## src/source/ray_pkg.sv

```systemverilog
package ray_pkg;

    ////////////////////////////////////////////////////////////
    // widths and fixed-point format

    localparam int X_W       = 11;
    localparam int Y_W       = 10;
    localparam int VEC_W     = 32;
    // unit direction components are Q16
    localparam int FRAC_BITS = 16;
    localparam int APB_AW    = 8;

    ////////////////////////////////////////////////////////////
    // register map in byte offsets

    localparam logic [APB_AW-1:0] ADDR_EYE_X     = 8'h00;
    localparam logic [APB_AW-1:0] ADDR_EYE_Y     = 8'h04;
    localparam logic [APB_AW-1:0] ADDR_EYE_Z     = 8'h08;
    localparam logic [APB_AW-1:0] ADDR_PLANE_X   = 8'h0C;
    localparam logic [APB_AW-1:0] ADDR_PLANE_Y   = 8'h10;
    localparam logic [APB_AW-1:0] ADDR_PLANE_Z   = 8'h14;
    // read only
    localparam logic [APB_AW-1:0] ADDR_RAY_COUNT = 8'h18;

    ////////////////////////////////////////////////////////////
    // default camera with the eye behind the projection plane

    localparam logic signed [VEC_W-1:0] RST_EYE_X   = 32'sd1800;
    localparam logic signed [VEC_W-1:0] RST_EYE_Y   = 32'sd1800;
    localparam logic signed [VEC_W-1:0] RST_EYE_Z   = -32'sd300;
    localparam logic signed [VEC_W-1:0] RST_PLANE_X = 32'sd1544;
    localparam logic signed [VEC_W-1:0] RST_PLANE_Y = 32'sd1608;
    localparam logic signed [VEC_W-1:0] RST_PLANE_Z = 32'sd100;

    // normalizer state encodings
    localparam int NORM_ST_W = 3;
    localparam logic [NORM_ST_W-1:0] NORM_IDLE     = 3'd0;
    localparam logic [NORM_ST_W-1:0] NORM_SUMSQ    = 3'd1;
    localparam logic [NORM_ST_W-1:0] NORM_SQRT     = 3'd2;
    localparam logic [NORM_ST_W-1:0] NORM_DIV_LOAD = 3'd3;
    localparam logic [NORM_ST_W-1:0] NORM_DIV      = 3'd4;
    localparam logic [NORM_ST_W-1:0] NORM_DONE     = 3'd5;

endpackage

```

## src/source/ray_cfg_regs.sv

```systemverilog
module ray_cfg_regs (
    input  logic                              clk_in,
    input  logic                              rst,
    input  logic                              psel,
    input  logic                              penable,
    input  logic                              pwrite,
    input  logic        [ray_pkg::APB_AW-1:0] paddr,
    input  logic        [ray_pkg::VEC_W-1:0]  pwdata,
    input  logic                              ray_done,
    output logic        [ray_pkg::VEC_W-1:0]  prdata,
    output logic                              pready,
    output logic                              pslverr,
    output logic signed [ray_pkg::VEC_W-1:0]  eye_x,
    output logic signed [ray_pkg::VEC_W-1:0]  eye_y,
    output logic signed [ray_pkg::VEC_W-1:0]  eye_z,
    output logic signed [ray_pkg::VEC_W-1:0]  plane_x,
    output logic signed [ray_pkg::VEC_W-1:0]  plane_y,
    output logic signed [ray_pkg::VEC_W-1:0]  plane_z
);
    import ray_pkg::*;

    logic             access;
    logic             mapped;
    logic             wr_en;
    logic [VEC_W-1:0] ray_count;

    // no wait states
    assign pready = 1'b1;
    assign access = psel && penable;

    // address decode and read data
    always_comb begin
        mapped = 1'b1;
        case (paddr)
            ADDR_EYE_X:     prdata = eye_x;
            ADDR_EYE_Y:     prdata = eye_y;
            ADDR_EYE_Z:     prdata = eye_z;
            ADDR_PLANE_X:   prdata = plane_x;
            ADDR_PLANE_Y:   prdata = plane_y;
            ADDR_PLANE_Z:   prdata = plane_z;
            ADDR_RAY_COUNT: prdata = ray_count;
            default: begin
                prdata = '0;
                mapped = 1'b0;
            end
        endcase
    end

    // unmapped address or a write to the counter
    assign pslverr = access && (!mapped || (pwrite && paddr == ADDR_RAY_COUNT));
    assign wr_en   = access && pwrite && !pslverr;

    always_ff @(posedge clk_in) begin
        if (rst) begin
            eye_x   <= RST_EYE_X;
            eye_y   <= RST_EYE_Y;
            eye_z   <= RST_EYE_Z;
            plane_x <= RST_PLANE_X;
            plane_y <= RST_PLANE_Y;
            plane_z <= RST_PLANE_Z;
        end else if (wr_en) begin
            case (paddr)
                ADDR_EYE_X:   eye_x   <= pwdata;
                ADDR_EYE_Y:   eye_y   <= pwdata;
                ADDR_EYE_Z:   eye_z   <= pwdata;
                ADDR_PLANE_X: plane_x <= pwdata;
                ADDR_PLANE_Y: plane_y <= pwdata;
                ADDR_PLANE_Z: plane_z <= pwdata;
                default: ;
            endcase
        end
    end

    // delivered rays wrap at 2^32
    always_ff @(posedge clk_in) begin
        if (rst) begin
            ray_count <= '0;
        end else if (ray_done) begin
            ray_count <= ray_count + 1'b1;
        end
    end

endmodule

```

## src/source/pixel_to_plane.sv

```systemverilog
module pixel_to_plane (
    input  logic                              clk_in,
    input  logic                              rst,
    input  logic                              pixel_valid,
    input  logic        [ray_pkg::X_W-1:0]    pixel_x,
    input  logic        [ray_pkg::Y_W-1:0]    pixel_y,
    input  logic signed [ray_pkg::VEC_W-1:0]  eye_x,
    input  logic signed [ray_pkg::VEC_W-1:0]  eye_y,
    input  logic signed [ray_pkg::VEC_W-1:0]  eye_z,
    input  logic signed [ray_pkg::VEC_W-1:0]  plane_x,
    input  logic signed [ray_pkg::VEC_W-1:0]  plane_y,
    input  logic signed [ray_pkg::VEC_W-1:0]  plane_z,
    input  logic                              dvec_ready,
    output logic                              pixel_ready,
    output logic                              dvec_valid,
    output logic signed [ray_pkg::VEC_W-1:0]  dvec_x,
    output logic signed [ray_pkg::VEC_W-1:0]  dvec_y,
    output logic signed [ray_pkg::VEC_W-1:0]  dvec_z
);
    import ray_pkg::*;

    logic                    s1_valid;
    logic signed [VEC_W-1:0] pt_x;
    logic signed [VEC_W-1:0] pt_y;
    logic signed [VEC_W-1:0] pt_z;
    logic signed [VEC_W-1:0] e_x;
    logic signed [VEC_W-1:0] e_y;
    logic signed [VEC_W-1:0] e_z;
    logic                    s1_adv;
    logic                    s2_adv;

    // a stage moves when the one after it is empty or draining
    assign s2_adv      = !dvec_valid || dvec_ready;
    assign s1_adv      = !s1_valid || s2_adv;
    assign pixel_ready = s1_adv;

    always_ff @(posedge clk_in) begin
        if (rst) begin
            s1_valid   <= 1'b0;
            dvec_valid <= 1'b0;
        end else begin
            if (s1_adv) begin
                s1_valid <= pixel_valid;
            end
            if (s2_adv) begin
                dvec_valid <= s1_valid;
            end
        end
    end

    ////////////////////////////////////////////////////////////
    // stage 1 forms the plane point with the eye snapshot alongside
    always_ff @(posedge clk_in) begin
        if (s1_adv && pixel_valid) begin
            pt_x <= plane_x + $signed({{(VEC_W-X_W){1'b0}}, pixel_x});
            pt_y <= plane_y + $signed({{(VEC_W-Y_W){1'b0}}, pixel_y});
            pt_z <= plane_z;
            e_x  <= eye_x;
            e_y  <= eye_y;
            e_z  <= eye_z;
        end
    end

    ////////////////////////////////////////////////////////////
    // stage 2 forms the direction from eye to plane point
    always_ff @(posedge clk_in) begin
        if (s2_adv && s1_valid) begin
            dvec_x <= pt_x - e_x;
            dvec_y <= pt_y - e_y;
            dvec_z <= pt_z - e_z;
        end
    end

endmodule

```

## src/source/vec_normalize.sv

```systemverilog
module vec_normalize (
    input  logic                              clk_in,
    input  logic                              rst,
    input  logic                              dvec_valid,
    input  logic signed [ray_pkg::VEC_W-1:0]  dvec_x,
    input  logic signed [ray_pkg::VEC_W-1:0]  dvec_y,
    input  logic signed [ray_pkg::VEC_W-1:0]  dvec_z,
    input  logic                              unit_ready,
    output logic                              dvec_ready,
    output logic                              unit_valid,
    output logic signed [ray_pkg::VEC_W-1:0]  unit_x,
    output logic signed [ray_pkg::VEC_W-1:0]  unit_y,
    output logic signed [ray_pkg::VEC_W-1:0]  unit_z
);
    import ray_pkg::*;

    logic [NORM_ST_W-1:0]    state;
    logic [VEC_W-1:0]        mag [3];
    logic [2:0]              neg;
    // radicand consumed two bits per step
    logic [VEC_W-1:0]        rad;
    // square root result that later serves as divisor
    logic [VEC_W-1:0]        root;
    // shared partial remainder for sqrt and divide
    logic [VEC_W-1:0]        rem;
    logic [VEC_W-1:0]        num;
    logic [VEC_W-1:0]        quo;
    logic [1:0]              comp;
    logic [4:0]              cnt;
    logic signed [VEC_W-1:0] unit_q [3];

    logic [VEC_W-1:0]        cur_mag;
    logic [VEC_W-1:0]        sq_rem;
    logic [VEC_W-1:0]        sq_trial;
    logic [VEC_W-1:0]        div_rem;
    logic                    div_ge;
    logic [VEC_W-1:0]        quo_next;

    assign dvec_ready = (state == NORM_IDLE);
    assign unit_valid = (state == NORM_DONE);
    assign unit_x     = unit_q[0];
    assign unit_y     = unit_q[1];
    assign unit_z     = unit_q[2];

    assign cur_mag  = mag[comp];

    // digit-by-digit square root step
    assign sq_rem   = {rem[VEC_W-3:0], rad[VEC_W-1 -: 2]};
    assign sq_trial = {root[VEC_W-3:0], 2'b01};

    // restoring divide step with one quotient bit per cycle
    assign div_rem  = {rem[VEC_W-2:0], num[FRAC_BITS]};
    assign div_ge   = (div_rem >= root);
    assign quo_next = {quo[VEC_W-2:0], div_ge};

    ////////////////////////////////////////////////////////////
    // control
    always_ff @(posedge clk_in) begin
        if (rst) begin
            state <= NORM_IDLE;
        end else begin
            case (state)
                NORM_IDLE: begin
                    if (dvec_valid) begin
                        state <= NORM_SUMSQ;
                    end
                end
                NORM_SUMSQ: state <= NORM_SQRT;
                NORM_SQRT: begin
                    // 16 steps for a 32-bit radicand
                    if (cnt == 5'(VEC_W / 2 - 1)) begin
                        state <= NORM_DIV_LOAD;
                    end
                end
                // zero length skips the divider
                NORM_DIV_LOAD: state <= (root == '0) ? NORM_DONE : NORM_DIV;
                NORM_DIV: begin
                    // quotient is at most 1.0 in Q16 and needs 17 bits
                    if (cnt == 5'(FRAC_BITS)) begin
                        state <= (comp == 2'd2) ? NORM_DONE : NORM_DIV_LOAD;
                    end
                end
                NORM_DONE: begin
                    if (unit_ready) begin
                        state <= NORM_IDLE;
                    end
                end
                default: state <= NORM_IDLE;
            endcase
        end
    end

    ////////////////////////////////////////////////////////////
    // datapath
    always_ff @(posedge clk_in) begin
        case (state)
            NORM_IDLE: begin
                mag[0] <= dvec_x[VEC_W-1] ? -dvec_x : dvec_x;
                mag[1] <= dvec_y[VEC_W-1] ? -dvec_y : dvec_y;
                mag[2] <= dvec_z[VEC_W-1] ? -dvec_z : dvec_z;
                neg    <= {dvec_z[VEC_W-1], dvec_y[VEC_W-1], dvec_x[VEC_W-1]};
            end
            NORM_SUMSQ: begin
                // components within +-2^15 keep the sum inside 32 bits
                rad  <= mag[0] * mag[0] + mag[1] * mag[1] + mag[2] * mag[2];
                root <= '0;
                rem  <= '0;
                cnt  <= '0;
                comp <= '0;
            end
            NORM_SQRT: begin
                rad <= rad << 2;
                cnt <= cnt + 1'b1;
                if (sq_rem >= sq_trial) begin
                    rem  <= sq_rem - sq_trial;
                    root <= {root[VEC_W-2:0], 1'b1};
                end else begin
                    rem  <= sq_rem;
                    root <= {root[VEC_W-2:0], 1'b0};
                end
            end
            NORM_DIV_LOAD: begin
                num <= cur_mag << FRAC_BITS;
                // part of the dividend above the 17 quotient bits
                rem <= (cur_mag << FRAC_BITS) >> (FRAC_BITS + 1);
                quo <= '0;
                cnt <= '0;
                if (root == '0) begin
                    unit_q[0] <= '0;
                    unit_q[1] <= '0;
                    unit_q[2] <= '0;
                end
            end
            NORM_DIV: begin
                num <= num << 1;
                cnt <= cnt + 1'b1;
                quo <= quo_next;
                rem <= div_ge ? div_rem - root : div_rem;
                if (cnt == 5'(FRAC_BITS)) begin
                    unit_q[comp] <= neg[comp] ? -quo_next : quo_next;
                    comp         <= comp + 1'b1;
                end
            end
            default: ;
        endcase
    end

endmodule

```

## src/source/ray_out_buffer.sv

```systemverilog
module ray_out_buffer (
    input  logic                              clk_in,
    input  logic                              rst,
    input  logic                              unit_valid,
    input  logic signed [ray_pkg::VEC_W-1:0]  unit_x,
    input  logic signed [ray_pkg::VEC_W-1:0]  unit_y,
    input  logic signed [ray_pkg::VEC_W-1:0]  unit_z,
    input  logic                              dir_ready,
    output logic                              unit_ready,
    output logic                              dir_valid,
    output logic signed [ray_pkg::VEC_W-1:0]  dir_x,
    output logic signed [ray_pkg::VEC_W-1:0]  dir_y,
    output logic signed [ray_pkg::VEC_W-1:0]  dir_z,
    output logic                              ray_done
);
    import ray_pkg::*;

    logic signed [VEC_W-1:0] fifo_x [2];
    logic signed [VEC_W-1:0] fifo_y [2];
    logic signed [VEC_W-1:0] fifo_z [2];
    logic                    wr_ptr;
    logic                    rd_ptr;
    logic [1:0]              count;
    logic                    push;
    logic                    pop;

    assign unit_ready = (count != 2'd2);
    assign dir_valid  = (count != 2'd0);
    assign push       = unit_valid && unit_ready;
    assign pop        = dir_valid && dir_ready;

    // head entry drives the output
    assign dir_x = fifo_x[rd_ptr];
    assign dir_y = fifo_y[rd_ptr];
    assign dir_z = fifo_z[rd_ptr];

    always_ff @(posedge clk_in) begin
        if (rst) begin
            wr_ptr   <= 1'b0;
            rd_ptr   <= 1'b0;
            count    <= 2'd0;
            ray_done <= 1'b0;
        end else begin
            wr_ptr   <= wr_ptr ^ push;
            rd_ptr   <= rd_ptr ^ pop;
            count    <= count + {1'b0, push} - {1'b0, pop};
            ray_done <= pop;
        end
    end

    always_ff @(posedge clk_in) begin
        if (push) begin
            fifo_x[wr_ptr] <= unit_x;
            fifo_y[wr_ptr] <= unit_y;
            fifo_z[wr_ptr] <= unit_z;
        end
    end

endmodule

```

## src/source/eye_ray_gen.sv

```systemverilog
module eye_ray_gen (
    input  logic                              clk_in,
    input  logic                              rst,
    input  logic                              psel,
    input  logic                              penable,
    input  logic                              pwrite,
    input  logic        [ray_pkg::APB_AW-1:0] paddr,
    input  logic        [ray_pkg::VEC_W-1:0]  pwdata,
    input  logic                              pixel_valid,
    input  logic        [ray_pkg::X_W-1:0]    pixel_x,
    input  logic        [ray_pkg::Y_W-1:0]    pixel_y,
    input  logic                              dir_ready,
    output logic        [ray_pkg::VEC_W-1:0]  prdata,
    output logic                              pready,
    output logic                              pslverr,
    output logic                              pixel_ready,
    output logic                              dir_valid,
    output logic signed [ray_pkg::VEC_W-1:0]  dir_x,
    output logic signed [ray_pkg::VEC_W-1:0]  dir_y,
    output logic signed [ray_pkg::VEC_W-1:0]  dir_z
);
    import ray_pkg::*;

    // camera configuration
    logic signed [VEC_W-1:0] eye_x, eye_y, eye_z;
    logic signed [VEC_W-1:0] plane_x, plane_y, plane_z;

    // raw direction and unit direction
    logic                    dvec_valid, dvec_ready;
    logic signed [VEC_W-1:0] dvec_x, dvec_y, dvec_z;
    logic                    unit_valid, unit_ready;
    logic signed [VEC_W-1:0] unit_x, unit_y, unit_z;
    logic                    ray_done;

    ray_cfg_regs cfg0 (
        .clk_in, .rst,
        .psel, .penable, .pwrite, .paddr, .pwdata, .prdata, .pready, .pslverr,
        .eye_x, .eye_y, .eye_z, .plane_x, .plane_y, .plane_z,
        .ray_done
    );

    pixel_to_plane p2p0 (
        .clk_in, .rst,
        .pixel_valid, .pixel_x, .pixel_y, .pixel_ready,
        .eye_x, .eye_y, .eye_z, .plane_x, .plane_y, .plane_z,
        .dvec_valid, .dvec_x, .dvec_y, .dvec_z, .dvec_ready
    );

    vec_normalize norm0 (
        .clk_in, .rst,
        .dvec_valid, .dvec_x, .dvec_y, .dvec_z, .dvec_ready,
        .unit_valid, .unit_x, .unit_y, .unit_z, .unit_ready
    );

    ray_out_buffer obuf0 (
        .clk_in, .rst,
        .unit_valid, .unit_x, .unit_y, .unit_z, .unit_ready,
        .dir_valid, .dir_x, .dir_y, .dir_z, .dir_ready,
        .ray_done
    );

endmodule

```

## config.mk

```make
export PLATFORM = sky130hd
export DESIGN_NAME = eye_ray_gen
export DESIGN_NICKNAME = d
export VERILOG_FILES = /design/src/source/ray_pkg.sv /design/src/source/ray_cfg_regs.sv /design/src/source/pixel_to_plane.sv /design/src/source/vec_normalize.sv /design/src/source/ray_out_buffer.sv /design/src/source/eye_ray_gen.sv
export SDC_FILE = /design/constraint.sdc
export NUM_CORES = 2
export LEC_CHECK = 0
export BUFFER_PORTS_ARGS = -buffer_cell sky130_fd_sc_hd__buf_4
export CELL_PAD_IN_SITES_DETAIL_PLACEMENT = 0
export CELL_PAD_IN_SITES_GLOBAL_PLACEMENT = 1
export CORE_ASPECT_RATIO = 0.5
export CORE_MARGIN = 5
export CORE_UTILIZATION = 45
export CTS_CLUSTER_DIAMETER = 200
export DETAILED_ROUTE_END_ITERATION = 10
export PLACE_DENSITY_LB_ADDON = 0.25
export SLEW_MARGIN = 20
export SYNTH_ARGS = -nofsm -noshare
export SYNTH_HDL_FRONTEND = slang
export SYNTH_SLANG_ARGS = --single-unit
export TNS_END_PERCENT = 20
```

## constraint.sdc

```tcl
create_clock -name clk_in -period 12 [get_ports clk_in]
set_clock_uncertainty 0.2 [all_clocks]
set_input_delay 0.6 -clock clk_in [delete_from_list [all_inputs] [get_ports clk_in]]
set_output_delay 0.6 -clock clk_in [all_outputs]
set_load 0.01 [all_outputs]
```

==> summary.md <==
| Metric | Value |
|---|---|
| Outcome | finished, final reports clean |
| Vias post-DR | 60078 |
| Num Clock Sinks | 1042 |
| TritonCTS clock tree | done |
| Final nets | 10608 |
| Drt first pass iters | 9 |
| Flops & latches, synth | 1042 |
| Critical path class | flop to flop |
| Fin crit share | 84.7% |
| Worst R2R Start | norm0.mag[2][3] |
| Initial antenna violation count | 8 |
| Slack of the critical path | 1830 ps |
| Ys Warns | 0 |
| Grt ovf | 0 |
| Reg2reg setup slack | 1830 ps |
| I/O pin cnt | 200 |
| CTS H-Tree Depth | 3 |
| Most used DFF post-synth | edfxtp_1 |
| Crit-path slowest cell | edfxtp_1 |
| Final min period | 10170 ps |
| Vias in the first global route | 64047 |
| CP Capture Type | flop |
| Core area | 0.200 mm² |
| Cts hold-fix bufs | 35 |
| Number of endpoints failing setup at the final stage | 0 |
| Met1 track demand over resource | 31.9% |
| CP Launch Type | flop |
| Die Area | 0.211 mm² |
| GRT busiest layer | met2 |
| Unique masters post-synth | 89 |
| CP Data Arrival Time | 10380 ps |
| Syn avg cell area | 10.5 µm² |
| CP peak stage delay | 650 ps |
| Initial Util | 45.3% |
| Total negative slack | 0 ps |
| Die Wd | 644 µm |
| Global-route wire length before repair | 388000 µm |
| Total clock buffers created by CTS | 98 |
| I/O Buffers | 198 |
| Clk_lat worst skew | 770 ps |
| RSZ-0062 raised after global routing | false |
| Layout filler cell count | 18388 |
| Remaining DRCs | 0 |
| Final design area excluding fillers | 0.0988 mm² |
| Slew Viols, Final | 0 |
| Finished Core Util | 49.4% |
| CTS Root Cell | clkbuf_16 |
| RR Endpoint | norm0.rad[30] |
| Slew Limit Headroom | 23.3% |
| Cells after Synth | 8610 |
| Setup bufs post-CTS | 0 |
| Asr flop ratio synth | 0% |
| Worst Max-Slew Pin Slew | 1150 ps |
| FP Rows | 116 |
| CP endpoint | norm0.rad[30] |
| Worst hold-check path type | input pin to flop |
| M3 GR Usage | 3.14% |
| Area Growth Syn to Fin | 9.08% |
| HPWL Detailed | 195000 µm |
| Share of cells above drive strength 1 | 7.55% |
| Post-synth EDFFs | 806 |
| Synth Net Count | 10467 |
| Post-cts resize count | 0 |
| Setup WS pre-CTS | 1870 ps |
| R2r worst-path depth | 31 |
| Largest net degree at the start of global routing | 97 |
| Most used cell, CP | fa_1 |
| Max Clk Rate | 98.4 MHz |
| Commonest non-fill, non-tap cells in the layout | inv_1 (1706), fa_1 (1215), nand2_1 (900) |
| Initial DRC Count | 4483 |
| Worst-path clk slew | 70 ps |
| Final Wtd Congestion | 0.910 |
| CP max FO | 16 |
| Via/cell ratio | 5.23 |
| Die Height | 327 µm |
| DR WL/cell | 21.8 µm |
| Clk buf depth | 3 |
| Netlist Area Pre-Place | 0.0906 mm² |
| Hold Fails Final Rpt | 0 |
| Placed cell area | 0.0952 mm² |
| Max-cap violations | 0 |
| Crit path required time | 12220 ps |
| Register area share after synthesis | 31.9% |
| Antenna violation net count after detailed routing | 0 |
| Critical path origin | norm0.mag[2][3] |
| Final WL | 250000 µm |
| Met2 usage in global routing | 41.0% |
| Hold Path Origin | rst |
| Total Routing Usage GR | 24.1% |
| Most common cell after layout, fill and taps aside | inv_1 |
==> cell type report <==
type                            count  area (µm²)  area share [%]
Tap cell                         2655        3320            3.36
Timing Repair Buffer              336        2620            2.65
Clock inverter                     62         623           0.631
Inverter                         1709        6420            6.49
Sequential cell                  1042       28900            29.3
Clock buffer                      122        2640            2.67
Multi-Input combinational cell   5564       54300            54.9
Antenna cell                        2        5.00         0.00507
==> cell families (layout without fill, tap and decap cells) <==
logic type	Yosys count	in the layout	synth area share (%)
buffers and inverters	2004	2229	8.33
AO/OA/AOI/OAI	999	999	7.25
flip-flops	1042	1042	31.9
other	1	3	0.00414
AND/OR/NAND/NOR	2155	2155	11.3
XOR/XNOR	451	451	4.36
adder cells (fa/ha/maj)	1789	1789	34.8
multiplexers	169	169	2.05
==> worst min path at each step <==
stage                               end  slack (ps)  cells after the start
floorplan                  p2p0.e_z[10]         220                      0
global placement    obuf0.fifo_z[0][29]         220                      0
detailed placement  obuf0.fifo_y[1][20]         230                      0
CTS                  cfg0.ray_count[11]          80                      2
global route         cfg0.ray_count[11]         130                      2
finish               cfg0.ray_count[12]         120                      2
==> critical path: cells and delay by family (launching register included) <==
| family | cells | cell delay [ps] |
|---|---|---|
| adder cells (fa/ha/maj) | 12 | 5820 |
| AO/OA/AOI/OAI | 6 | 1220 |
| XOR/XNOR | 1 | 190 |
| AND/OR/NAND/NOR | 4 | 990 |
| buffers and inverters | 8 | 780 |
| flip-flops | 1 | 650 |
==> per-layer routing <==
metal / up-vias / wire, µm
met5: - / 0
met1: 30391 / 107000
met2: 1406 / 121000
met3: 377 / 11900
li1: 27904 / -
met4: 0 / 9870
==> state kept, by name (all words and copies together), names as in the netlist, 32 cells and up, named ones only <==
register / cells
cfg0.eye_y: 32
cfg0.ray_count: 32
norm0.mag: 93
norm0.unit_q: 96
norm0.root: 32
obuf0.fifo_z: 64
obuf0.fifo_y: 64
cfg0.eye_z: 32
p2p0.dvec_x: 32
p2p0.e_z: 32
cfg0.eye_x: 32
p2p0.pt_x: 32
p2p0.pt_z: 32
cfg0.plane_z: 32
p2p0.pt_y: 32
p2p0.dvec_z: 32
p2p0.e_x: 32
p2p0.dvec_y: 32
norm0.rad: 32
cfg0.plane_x: 32
obuf0.fifo_x: 64
p2p0.e_y: 32
cfg0.plane_y: 32
==> cell usage after synthesis, drive strengths merged (33+ instances only) <==
| library cell | number | area share, % |
|---|---|---|
| inv | 1708 | 7.1 |
| o31ai | 40 | 0.33 |
| xor2 | 119 | 1.2 |
| o21ai | 171 | 0.95 |
| dfxtp | 236 | 5.2 |
| o21a | 38 | 0.31 |
| a31oi | 33 | 0.23 |
| a21oi | 353 | 2.0 |
| nand2 | 907 | 3.8 |
| a211o | 44 | 0.43 |
| fa | 1215 | 27 |
| edfxtp | 806 | 27 |
| a222oi | 64 | 0.71 |
| nor3 | 57 | 0.31 |
| xnor2 | 332 | 3.2 |
| and2 | 407 | 2.8 |
| clkbuf | 272 | 1.1 |
| nor2b | 64 | 0.44 |
| nor4 | 33 | 0.23 |
| nand3 | 64 | 0.36 |
| mux2 | 132 | 1.6 |
| ha | 574 | 7.9 |
| nor2 | 384 | 1.6 |
| and3 | 39 | 0.27 |
| or3 | 49 | 0.35 |
| nand2b | 46 | 0.32 |
| mux2i | 37 | 0.41 |
| a21o | 70 | 0.58 |
==> per-stage QoR <==
| stage | cells | hold WS (ps) |
|---|---|---|
| 4_1_cts | 11490 | 84.7 |
| 5_1_grt | 11490 | 127 |
| 2_1_floorplan | 8610 | 219 |
| 3_3_place_gp | 11271 | 222 |
| 3_5_place_dp | 11271 | 230 |
| 6_report | 11492 | 123 |
Power is left out: the tool's default activity adds up to more than one toggle a clock period on the data nets, which glitch-free logic cannot reach.
